### config.mk
export PLATFORM = sky130hd
export DESIGN_NAME = control
export DESIGN_NICKNAME = d
export VERILOG_FILES = /design/src/logic/controlPathPkg.sv /design/src/logic/cpuIsaPkg.sv /design/src/logic/busStrobeDecode.sv /design/src/logic/conditionUnit.sv /design/src/logic/control.sv /design/src/logic/controlSequencer.sv /design/src/logic/datapathDecode.sv
export VERILOG_INCLUDE_DIRS = /design/src /design/src/logic
export SDC_FILE = /design/constraint.sdc
export NUM_CORES = 1
export LEC_CHECK = 0
export BUFFER_PORTS_ARGS = -buffer_cell sky130_fd_sc_hd__buf_2
export CORE_MARGIN = 2
export CORE_UTILIZATION = 40
export CTS_BUF_LIST = sky130_fd_sc_hd__clkbuf_4
export DETAILED_ROUTE_END_ITERATION = 8
export PLACE_DENSITY_LB_ADDON = 0.25
export SLEW_MARGIN = 20
export SYNTH_ARGS = -nofsm -noshare
export SYNTH_HDL_FRONTEND = slang
export SYNTH_HIERARCHICAL = 1
export SYNTH_SLANG_ARGS = --single-unit
### constraint.sdc
create_clock -name Clock -period 2.61 [get_ports Clock]
set_clock_uncertainty 0.1 [all_clocks]
set_input_delay 0.261 -clock Clock [delete_from_list [all_inputs] [get_ports Clock]]
set_output_delay 0.261 -clock Clock [all_outputs]
set_load 0.01 [all_outputs]
### src/logic/cpu_macros.svh
// field widths, flag bit positions and sub-cycle count of the control unit
`ifndef CPU_MACROS_SVH
`define CPU_MACROS_SVH

// instruction byte is opcode in the upper bits, branch code in the lower ones
`define CPU_OPCODE_W 5
`define CPU_BRANCH_W 3
`define CPU_INSTR_W  8

// status register
`define CPU_FLAGS_W  4
`define FLAGS_Z      0
`define FLAGS_C      1
`define FLAGS_N      2
`define FLAGS_V      3

`define CPU_SUBCYCLES 5   // longest major state, memory and interrupt sequences

`endif

### src/logic/controlPathPkg.sv
// datapath select enums and sequencer state enums
`include "cpu_macros.svh"

package controlPathPkg;

   // operand and write-data muxes
   typedef enum logic {
      Op1Rd1,
      Op1Pc
   } op1Sel_t;

   typedef enum logic {
      Op2Rd2,
      Op2Imm
   } op2Sel_t;

   typedef enum logic {
      WdAlu,
      WdSys           // register write from the system bus
   } wdSel_t;

   typedef enum logic {
      ImmShort,
      ImmLong
   } immSel_t;

   typedef enum logic [1:0] {
      Pc1,            // increment
      PcAluOut,
      PcSysbus,
      PcInt           // interrupt vector
   } pcSel_t;

   typedef enum logic {
      LrSys,
      LrPc
   } lrSel_t;

   typedef enum logic [1:0] {
      Rs1Ra,
      Rs1Rd,
      Rs1Sp           // stack pointer
   } rs1Sel_t;

   typedef enum logic [1:0] {
      fetch,
      execute,
      interrupt
   } majorState_t;

   typedef enum logic [$clog2(`CPU_SUBCYCLES)-1:0] {
      cycle0,
      cycle1,
      cycle2,
      cycle3,
      cycle4
   } subCycle_t;

endpackage

### src/logic/cpuIsaPkg.sv
// instruction-set enums: opcodes, branch codes and ALU functions
`include "cpu_macros.svh"

package cpuIsaPkg;

   typedef enum logic [`CPU_OPCODE_W-1:0] {
      ADD   = 5'd0,   // arithmetic, carry in from flags on the C forms
      ADDI, ADDIB, ADC, ADCI,
      SUB, SUBI, SUBIB, SUC, SUCI,
      CMP, CMPI,      // subtract without register write
      AND, OR, XOR, NOT, NAND, NOR,
      NEG,
      LSL, LSR, ASR,  // shift count from the short immediate
      LUI, LLI,
      LDW, STW,       // the only five-cycle instructions
      BRANCH          // branch code selects the flavour
   } opcode_t;

   typedef enum logic [`CPU_BRANCH_W-1:0] {
      BR  = 3'd0,
      BNE = 3'd1,
      BE  = 3'd2,
      BLT = 3'd3,
      BGE = 3'd4,
      BWL = 3'd5,     // branch with link
      RET = 3'd6,     // pc from the link register
      JMP = 3'd7      // register plus short immediate
   } branch_t;

   typedef enum logic [3:0] {
      FnA,            // pass operand 1
      FnADD,
      FnADC,
      FnSUB,
      FnNEG,
      FnAND,
      FnOR,
      FnXOR,
      FnNOT,
      FnNAND,
      FnNOR,
      FnLSL,
      FnLSR,
      FnASR,
      FnLUI,
      FnLLI
   } aluFn_t;

endpackage

### src/logic/busStrobeDecode.sv
// microcode for pad-level memory and system bus strobes
`timescale 1ns/1ps

module busStrobeDecode
   import cpuIsaPkg::*, controlPathPkg::*;
(
   input  majorState_t State,
   input  subCycle_t   SubCycle,
   input  opcode_t     Opcode,
   output logic        MemEn,
   output logic        nWE,
   output logic        nOE,
   output logic        nME,
   output logic        ENB,
   output logic        ALE
);

   logic isLoad;
   logic isStore;

   assign isLoad  = (Opcode == LDW);
   assign isStore = (Opcode == STW);

   always_comb begin
      MemEn = 1'b0;
      nWE   = 1'b0;
      nOE   = 1'b0;
      nME   = 1'b1;
      ENB   = 1'b0;
      ALE   = 1'b0;
      // each access: address latch, two data cycles with nME low, then capture
      if (State == fetch || (State == execute && isLoad)) begin
         nWE = 1'b1;   // reads never write
         case (SubCycle)
            cycle0: begin
               ALE = (State == fetch);
               nOE = (State == fetch);
            end
            cycle1: begin
               ALE   = (State == execute);
               nOE   = (State == execute);
               nME   = (State == execute);
               MemEn = (State == fetch);
            end
            cycle2: begin
               nME   = 1'b0;
               MemEn = 1'b1;
               ENB   = (State == fetch);
            end
            cycle3: begin
               nME   = (State == fetch);
               MemEn = 1'b1;
               ENB   = (State == execute);
            end
            default: MemEn = 1'b1;   // load data held for the register write
         endcase
      end else if (State == execute && isStore) begin
         nOE = 1'b1;   // the bus is driven by the core throughout
         ALE = (SubCycle == cycle1);
         nWE = (SubCycle inside {cycle1, cycle2});
         nME = !(SubCycle inside {cycle2, cycle3});
      end else if (State == interrupt) begin
         // push of the return address, write strobe in cycle3
         ALE = (SubCycle == cycle1);
         nOE = (SubCycle != cycle0);
         nWE = (SubCycle inside {cycle1, cycle2});
         nME = !(SubCycle inside {cycle2, cycle3});
      end
   end

endmodule

### src/logic/conditionUnit.sv
// status register and branch condition evaluation
`timescale 1ns/1ps
`include "cpu_macros.svh"

module conditionUnit
   import cpuIsaPkg::*;
(
   input  logic                    Clock,
   input  logic                    nReset,
   input  logic [`CPU_FLAGS_W-1:0] Flags,
   input  logic                    StatusRegWe,
   input  branch_t                 BranchCode,
   output logic                    BranchTaken,
   output logic                    CFlag
);

   logic [`CPU_FLAGS_W-1:0] statusReg;
   logic                    signLess;   // N differs from V

   always_ff @(posedge Clock or negedge nReset) begin
      if (!nReset)
         statusReg <= '0;
      else if (StatusRegWe)
         statusReg <= Flags;   // flags from the ALU op just executed
   end

   assign CFlag    = statusReg[`FLAGS_C];
   assign signLess = statusReg[`FLAGS_N] ^ statusReg[`FLAGS_V];

   always_comb begin
      case (BranchCode)
         BNE:     BranchTaken = ~statusReg[`FLAGS_Z];
         BE:      BranchTaken = statusReg[`FLAGS_Z];
         BLT:     BranchTaken = signLess;
         BGE:     BranchTaken = ~signLess;
         default: BranchTaken = 1'b1;   // BR, BWL, RET, JMP are unconditional
      endcase
   end

endmodule

### src/logic/control.sv
// top level of the control unit: sequencer, condition unit and two decoders
`timescale 1ns/1ps
`include "cpu_macros.svh"

module control
   import cpuIsaPkg::*, controlPathPkg::*;
(
   input  logic                    Clock,
   input  logic                    nReset,
   input  logic                    nIRQ,
   input  logic [`CPU_INSTR_W-1:0] OpcodeCondIn,
   input  logic [`CPU_FLAGS_W-1:0] Flags,
   output aluFn_t                  AluOp,
   output op1Sel_t                 Op1Sel,
   output op2Sel_t                 Op2Sel,
   output immSel_t                 ImmSel,
   output wdSel_t                  WdSel,
   output rs1Sel_t                 Rs1Sel,
   output lrSel_t                  LrSel,
   output pcSel_t                  PcSel,
   output logic                    AluEn,
   output logic                    AluWe,
   output logic                    LrEn,
   output logic                    LrWe,
   output logic                    PcWe,
   output logic                    PcEn,
   output logic                    IrWe,
   output logic                    RegWe,
   output logic                    MemEn,   // pad direction
   output logic                    nWE,
   output logic                    nOE,
   output logic                    nME,
   output logic                    ENB,
   output logic                    ALE,
   output logic                    CFlag
);

   opcode_t     opcode;
   branch_t     branchCode;
   majorState_t state;
   subCycle_t   subCycle;
   logic        statusRegWe;
   logic        intClear;
   logic        branchTaken;

   assign opcode     = opcode_t'(OpcodeCondIn[`CPU_INSTR_W-1 -: `CPU_OPCODE_W]);
   assign branchCode = branch_t'(OpcodeCondIn[`CPU_BRANCH_W-1:0]);

   controlSequencer seq0 (
      .Clock(Clock), .nReset(nReset), .nIRQ(nIRQ), .Opcode(opcode),
      .IntClear(intClear), .State(state), .SubCycle(subCycle)
   );

   conditionUnit cond0 (
      .Clock(Clock), .nReset(nReset), .Flags(Flags), .StatusRegWe(statusRegWe),
      .BranchCode(branchCode), .BranchTaken(branchTaken), .CFlag(CFlag)
   );

   datapathDecode dp0 (
      .State(state), .SubCycle(subCycle), .Opcode(opcode), .BranchCode(branchCode),
      .BranchTaken(branchTaken), .AluOp(AluOp), .Op1Sel(Op1Sel), .Op2Sel(Op2Sel),
      .ImmSel(ImmSel), .WdSel(WdSel), .Rs1Sel(Rs1Sel), .LrSel(LrSel), .PcSel(PcSel),
      .AluEn(AluEn), .AluWe(AluWe), .LrEn(LrEn), .LrWe(LrWe), .PcWe(PcWe), .PcEn(PcEn),
      .IrWe(IrWe), .RegWe(RegWe), .StatusRegWe(statusRegWe), .IntClear(intClear)
   );

   busStrobeDecode bus0 (
      .State(state), .SubCycle(subCycle), .Opcode(opcode), .MemEn(MemEn),
      .nWE(nWE), .nOE(nOE), .nME(nME), .ENB(ENB), .ALE(ALE)
   );

endmodule

### src/logic/controlSequencer.sv
// major state and sub-cycle FSM with interrupt request synchronizer and latch
`timescale 1ns/1ps

module controlSequencer
   import cpuIsaPkg::*, controlPathPkg::*;
(
   input  logic        Clock,
   input  logic        nReset,
   input  logic        nIRQ,
   input  opcode_t     Opcode,
   input  logic        IntClear,
   output majorState_t State,
   output subCycle_t   SubCycle
);

   logic        irqSync;     // nIRQ retimed and inverted
   logic        intReq;      // pending interrupt, held until the sequence ends
   majorState_t nextState;
   subCycle_t   nextSub;
   subCycle_t   subInc;

   always_ff @(posedge Clock or negedge nReset) begin
      if (!nReset) begin
         irqSync <= 1'b0;
         intReq  <= 1'b0;
      end else begin
         irqSync <= ~nIRQ;
         if (irqSync)
            intReq <= 1'b1;   // a new request wins over the clear
         else if (IntClear)
            intReq <= 1'b0;
      end
   end

   assign subInc = subCycle_t'(SubCycle + 1'b1);

   always_comb begin
      nextState = State;
      nextSub   = subInc;
      case (State)
         fetch: begin
            if (SubCycle == cycle0 && intReq) begin
               nextState = interrupt;   // only taken between instructions
               nextSub   = cycle0;
            end else if (SubCycle == cycle3) begin
               nextState = execute;
               nextSub   = cycle0;
            end
         end
         execute: begin
            if (SubCycle == cycle0 && !(Opcode inside {LDW, STW})) begin
               nextState = fetch;       // single-cycle instructions
               nextSub   = cycle0;
            end else if (SubCycle == cycle4) begin
               nextState = fetch;
               nextSub   = cycle0;
            end
         end
         interrupt: begin
            if (SubCycle == cycle4) begin
               nextState = fetch;
               nextSub   = cycle0;
            end
         end
         default: begin
            nextState = fetch;          // recover from the unused encoding
            nextSub   = cycle0;
         end
      endcase
   end

   always_ff @(posedge Clock or negedge nReset) begin
      if (!nReset) begin
         State    <= fetch;
         SubCycle <= cycle0;
      end else begin
         State    <= nextState;
         SubCycle <= nextSub;
      end
   end

endmodule

### src/logic/datapathDecode.sv
// microcode for ALU, register file, PC and link register controls
`timescale 1ns/1ps

module datapathDecode
   import cpuIsaPkg::*, controlPathPkg::*;
(
   input  majorState_t State,
   input  subCycle_t   SubCycle,
   input  opcode_t     Opcode,
   input  branch_t     BranchCode,
   input  logic        BranchTaken,
   output aluFn_t      AluOp,
   output op1Sel_t     Op1Sel,
   output op2Sel_t     Op2Sel,
   output immSel_t     ImmSel,
   output wdSel_t      WdSel,
   output rs1Sel_t     Rs1Sel,
   output lrSel_t      LrSel,
   output pcSel_t      PcSel,
   output logic        AluEn,
   output logic        AluWe,
   output logic        LrEn,
   output logic        LrWe,
   output logic        PcWe,
   output logic        PcEn,
   output logic        IrWe,
   output logic        RegWe,
   output logic        StatusRegWe,
   output logic        IntClear
);

   function automatic aluFn_t aluFnOf(input opcode_t op);
      case (op)
         ADD, ADDI, ADDIB:          return FnADD;
         ADC, ADCI, SUC, SUCI:      return FnADC;   // subtract with carry shares the carry adder
         SUB, SUBI, SUBIB, CMP, CMPI: return FnSUB;
         NEG:                       return FnNEG;
         AND:                       return FnAND;
         OR:                        return FnOR;
         XOR:                       return FnXOR;
         NOT:                       return FnNOT;
         NAND:                      return FnNAND;
         NOR:                       return FnNOR;
         LSL:                       return FnLSL;
         LSR:                       return FnLSR;
         ASR:                       return FnASR;
         LUI:                       return FnLUI;
         LLI:                       return FnLLI;
         default:                   return FnA;
      endcase
   endfunction

   always_comb begin
      AluOp       = FnA;
      Op1Sel      = Op1Rd1;
      Op2Sel      = Op2Imm;
      ImmSel      = ImmLong;
      WdSel       = WdAlu;
      Rs1Sel      = Rs1Ra;
      LrSel       = LrSys;
      PcSel       = Pc1;
      AluEn       = 1'b0;
      AluWe       = 1'b0;
      LrEn        = 1'b0;
      LrWe        = 1'b0;
      PcWe        = 1'b0;
      PcEn        = 1'b0;
      IrWe        = 1'b0;
      RegWe       = 1'b0;
      StatusRegWe = 1'b0;
      IntClear    = 1'b0;
      case (State)
         fetch: begin
            PcEn = (SubCycle == cycle0);   // pc onto the bus for the address phase
            IrWe = (SubCycle == cycle3);
         end
         execute: begin
            case (SubCycle)
               cycle0: begin
                  AluOp = aluFnOf(Opcode);
                  if (Opcode inside {LUI, LLI}) begin
                     Rs1Sel = Rs1Rd;
                     AluEn  = 1'b1;
                     RegWe  = 1'b1;
                     PcWe   = 1'b1;
                  end else if (Opcode inside {LDW, STW}) begin
                     AluOp  = FnADD;       // effective address into the ALU register
                     ImmSel = ImmShort;
                     AluEn  = 1'b1;
                     AluWe  = 1'b1;
                  end else if (Opcode == BRANCH) begin
                     PcWe = 1'b1;
                     case (BranchCode)
                        RET: begin
                           LrEn  = 1'b1;
                           PcSel = PcSysbus;
                        end
                        JMP: begin
                           AluOp  = FnADD;
                           ImmSel = ImmShort;
                           PcSel  = PcAluOut;
                        end
                        default: begin
                           AluOp  = FnADD;   // pc relative target
                           Op1Sel = Op1Pc;
                           AluEn  = 1'b1;
                           if (BranchTaken) begin
                              PcSel = PcAluOut;
                              LrWe  = (BranchCode == BWL);
                              LrSel = (BranchCode == BWL) ? LrPc : LrSys;
                           end
                        end
                     endcase
                  end else if (AluOp != FnA) begin
                     PcEn        = 1'b1;
                     PcWe        = 1'b1;
                     StatusRegWe = 1'b1;
                     RegWe       = !(Opcode inside {CMP, CMPI});
                     if (Opcode inside {ADD, ADC, SUB, SUC, CMP, AND, OR, XOR, NAND, NOR})
                        Op2Sel = Op2Rd2;
                     else if (!(Opcode inside {NOT, NEG}))
                        ImmSel = ImmShort;
                     if (Opcode inside {ADDIB, SUBIB})
                        Rs1Sel = Rs1Rd;
                  end
               end
               cycle1: begin
                  AluOp  = FnADD;   // address stays on the bus for the latch
                  ImmSel = ImmShort;
                  AluEn  = 1'b1;
               end
               cycle2: begin
                  Rs1Sel = Rs1Rd;   // store data passes through on the next edge
                  AluEn  = 1'b1;
                  AluWe  = 1'b1;
               end
               cycle3: AluEn = (Opcode == STW);
               cycle4: begin
                  PcWe  = 1'b1;
                  AluEn = (Opcode == STW);
                  if (Opcode == LDW) begin
                     WdSel = WdSys;
                     RegWe = 1'b1;
                  end
               end
               default: ;
            endcase
         end
         interrupt: begin
            case (SubCycle)
               cycle0: begin
                  Rs1Sel = Rs1Sp;   // stack pointer becomes the push address
                  AluEn  = 1'b1;
                  AluWe  = 1'b1;
               end
               cycle1: begin
                  Rs1Sel = Rs1Sp;
                  AluEn  = 1'b1;
               end
               cycle2, cycle3: PcEn = 1'b1;   // return address on the bus
               cycle4: begin
                  PcEn     = 1'b1;
                  PcWe     = 1'b1;
                  PcSel    = PcInt;
                  IntClear = 1'b1;
               end
               default: ;
            endcase
         end
         default: ;
      endcase
   end

endmodule

==> impl_metrics.env <==
export IMPL_status="completed"
export IMPL_n_fill_cell=393
export IMPL_ys_seq_area_share_pct=16.9
export IMPL_arrival_ns=2.09
export IMPL_hp_class="input pin to flip-flop"
export IMPL_vias=1676
export IMPL_r2r_start="seq0/SubCycle[0]"
export IMPL_final_core_util_pct=48.7
export IMPL_clock_latency_ns=0.26
export IMPL_drtIter0Drc=95
export IMPL_swShare_pct=48.6
export IMPL_fin_crit_sh_pct=93.9
export IMPL_synth_fa_ha_area_share_pct=9.23
export IMPL_h_tree_depth=1
export IMPL_diodes=0
export IMPL_path_max_fanout=2
export IMPL_grt_pass1_wl_um=6250
export IMPL_r2r_slack_ns=0.39
export IMPL_slew_viol_final=0
export IMPL_place_gp_congestion=0.823
export IMPL_dp_final_hpwl_um=2990
export IMPL_p_int_mw=0.803
export IMPL_clockRootBuffer="clkbuf_4"
export IMPL_ys_ff_latch=11
export IMPL_postRouteWirelength_um=3930
export IMPL_synth_top_family_by_area="compound AO/OA/AOI/OAI gates"
export IMPL_whs_endpoint="seq0/irqSync"
export IMPL_overflow=0
export IMPL_relSlewSlack_pct=53.2
export IMPL_hold_viol_final=0
export IMPL_grt_usage_pct=17.4
export IMPL_clockBufferDepth=2
export IMPL_clkTransAtPathRegs_ns=0.06
export IMPL_ios=43
export IMPL_worst_pin_slew_ns=0.702
export IMPL_setup_viol=0
export IMPL_cts_buffers=3
export IMPL_grt_pass1_vias=1347
export IMPL_final_setup_tns_ns=0
export IMPL_final_cells=298
export IMPL_numClockSinks=11
export IMPL_r2r_end="seq0/SubCycle[0]"
export IMPL_cts_tree="built"
export IMPL_clkPwrFrac_pct=7.7
export IMPL_ant_nets=0
export IMPL_die_x_um=67.8
export IMPL_synth_edf_count=0
export IMPL_p_comb_share_pct=69.5
export IMPL_min_delay_start="nIRQ"
export IMPL_final_nets=276
export IMPL_avgRoutedWirePerCell_um=13.2
export IMPL_switching_power_mw=0.758
export IMPL_yosysWarningCount=6
export IMPL_area_delta_synth_final_pct=18.2
export IMPL_r2r_cells=5
export IMPL_vdd_drop_max_mv=0.459
export IMPL_synth_cell_type_count=64
export IMPL_synthFlopType="dfrtp_1"
export IMPL_num_rows=23
export IMPL_critPathKind="flip-flop to output port"
export IMPL_grt_antenna_before_repair=0
export IMPL_whs_path_depth=2
export IMPL_p_total_mw=1.56
export IMPL_postSynthAreaPerCell_um2=7.90
export IMPL_fmax_mhz=408
export IMPL_design_die_area_mm2=0.00459
export IMPL_synthMuxAreaShare_pct=4.08
export IMPL_p_leak_nw=0.883
export IMPL_synthCells=206
export IMPL_syn_area_mm2=0.00163
export IMPL_dp_cells=293
export IMPL_yosysTopAreaCellShare_pct=16.9
export IMPL_route_detailed_drc=0
export IMPL_crit_required_ns=2.25
export IMPL_ys_async_sr_fraction_pct=100
export IMPL_grt_setup_unrepaired="no"
export IMPL_via_per_inst=5.62
export IMPL_synth_nets=233
export IMPL_p_seq_share_pct=22.8
export IMPL_synth_xor_area_share_pct=2.15
export IMPL_core_mm2=0.00394
export IMPL_worst_setup_path_start_kind="flip-flop"
export IMPL_ys_top_cells_by_area="dfrtp_1 17%, ha_1 9.2%, a21oi_1 4.9%, nor2_1 4.4%, inv_1 4.2%"
export IMPL_drv_cap=0
export IMPL_numPortBuffers=42
export IMPL_yosysTopAreaCell="dfrtp_1"
export IMPL_pwr_density_cell_mw_per_mm2=812
export IMPL_start_util_pct=41.3
export IMPL_synth_simple_area_share_pct=28.1
export IMPL_final_layout_size_suffix_gt1_share_pct=27.8
export IMPL_startpoint="cond0/statusReg[3]"
export IMPL_end_kind="output port"
export IMPL_firstDrtPassIters=4
export IMPL_die_height_um=67.8
export IMPL_grt_max_degree=22
export IMPL_layout_min_cycle_time_ns=2.45
export IMPL_synth_compound_area_share_pct=30.8
[layout by cell type, fill, tap and decap left out, drive strengths merged, types with 6 or more instances in the layout]
cell type and n:
dfrtp 11, a211oi 6, inv 18, buf 48
and3 6, nand2 11, nand2b 6, nor2 21
o21ai 9, a21oi 17, ha 12
[worst max-delay path by stage]
| stage | end | cells after the start |
|---|---|---|
| final | PcSel[0] | 7 |
| after global routing | PcSel[0] | 7 |
| after CTS | PcSel[0] | 7 |
| after detailed placement | PcSel[0] | 7 |
| after global placement | PcSel[0] | 7 |
| after floorplan | LrWe | 7 |
[power by group through the flow]
| stage | Combinational, mW | Clock (mW) | Sequential, mW |
|---|---|---|---|
| after floorplan | 0.791 | 0 | 0.337 |
| after global placement | 1.06 | 0 | 0.358 |
| after detailed placement | 1.07 | 0 | 0.360 |
| after CTS | 1.08 | 0.127 | 0.356 |
| after global routing | 1.20 | 0.140 | 0.375 |
| final | 1.08 | 0.119 | 0.356 |
[registers in the layout, summed over array words and instances (netlist names)]
| signal | cells |
|---|---|
| seq0/irqSync | 1 |
| seq0/SubCycle | 3 |
| cond0/statusReg | 4 |
| seq0/intReq | 1 |
| seq0/State | 2 |
[cell usage after synthesis (2+ instances only)]
cell / n
nand3b_1: 2
nand3_1: 4
xor2_1: 2
a2111o_1: 2
o31ai_1: 2
nor3b_1: 2
mux2_1: 4
nand4b_1: 2
nand2_1: 11
nor2_2: 2
o211ai_1: 3
o21ai_0: 7
o2bb2ai_1: 2
a22oi_1: 2
nor2_1: 19
inv_1: 18
nor3_1: 2
buf_2: 6
a31oi_1: 2
a21boi_0: 2
o21a_1: 4
and3_1: 6
buf_6: 2
a21oi_1: 16
nand2b_1: 6
nor2b_1: 3
dfrtp_1: 11
buf_4: 3
and4_1: 2
ha_1: 12
o31a_1: 2
o22ai_1: 3
a211oi_1: 6
nor2b_4: 2
or2_2: 2
xnor2_1: 2
[per-layer routing]
metal | global-route usage, % | vias up | routed length, um
met5 | 0 | - | 0
li1 | - | 858 | -
met1 | 25.5 | 760 | 1900
met3 | 3.50 | 2 | 244
met4 | 4.00 | 0 | 17
met2 | 26.1 | 56 | 1770
[area by class of cell]
class / instances / area, um2 / area share (%)
Multi-Input combinational cell: 166 / 1220 / 63.5
Sequential cell: 11 / 275 / 14.3
Timing Repair Buffer: 49 / 265 / 13.8
Inverter: 18 / 67.6 / 3.52
Tap cell: 50 / 62.6 / 3.26
Clock buffer: 4 / 30.0 / 1.56
[kinds of logic (layout without fill, tap and decap cells)]
family                   Yosys count  in the layout
flip-flops                        11             11
multiplexers                       6              6
XOR/XNOR                           4              4
AO/OA/AOI/OAI                     70             70
AND/OR/NAND/NOR                   74             74
adder cells (fa/ha/maj)           12             12
buffers and inverters             29             71
[timing repair]
action | CTS | global route
hold endpoints to repair | 11 | 0
gates resized for setup | 0 | 3
setup endpoints to repair | 0 | 1
hold buffers | 1 | 0
setup buffers | 0 | 0
[metrics by stage]
stage / hold slack (ns) / area (um2) / setup slack (ns)
floorplan: -0.135 / 1630 / 0.370
global placement: 0.0383 / 1870 / 0.368
detailed placement: 0.0385 / 1870 / 0.380
CTS: 0.0203 / 1910 / 0.0780
global route: 0.00609 / 1920 / 0.0101
finish: 0.0327 / 1920 / 0.160
[worst max-delay path, stage by stage, from the launching register on]
cell and delay [ns]:
dfrtp_1 0.38, xnor2_1 0.14, mux2_2 0.28, a311oi_2 0.29, nand2_1 0.10, a2111oi_2 0.35, o21a_1 0.16, buf_2 0.13
Power figures use the tool's default switching activity.
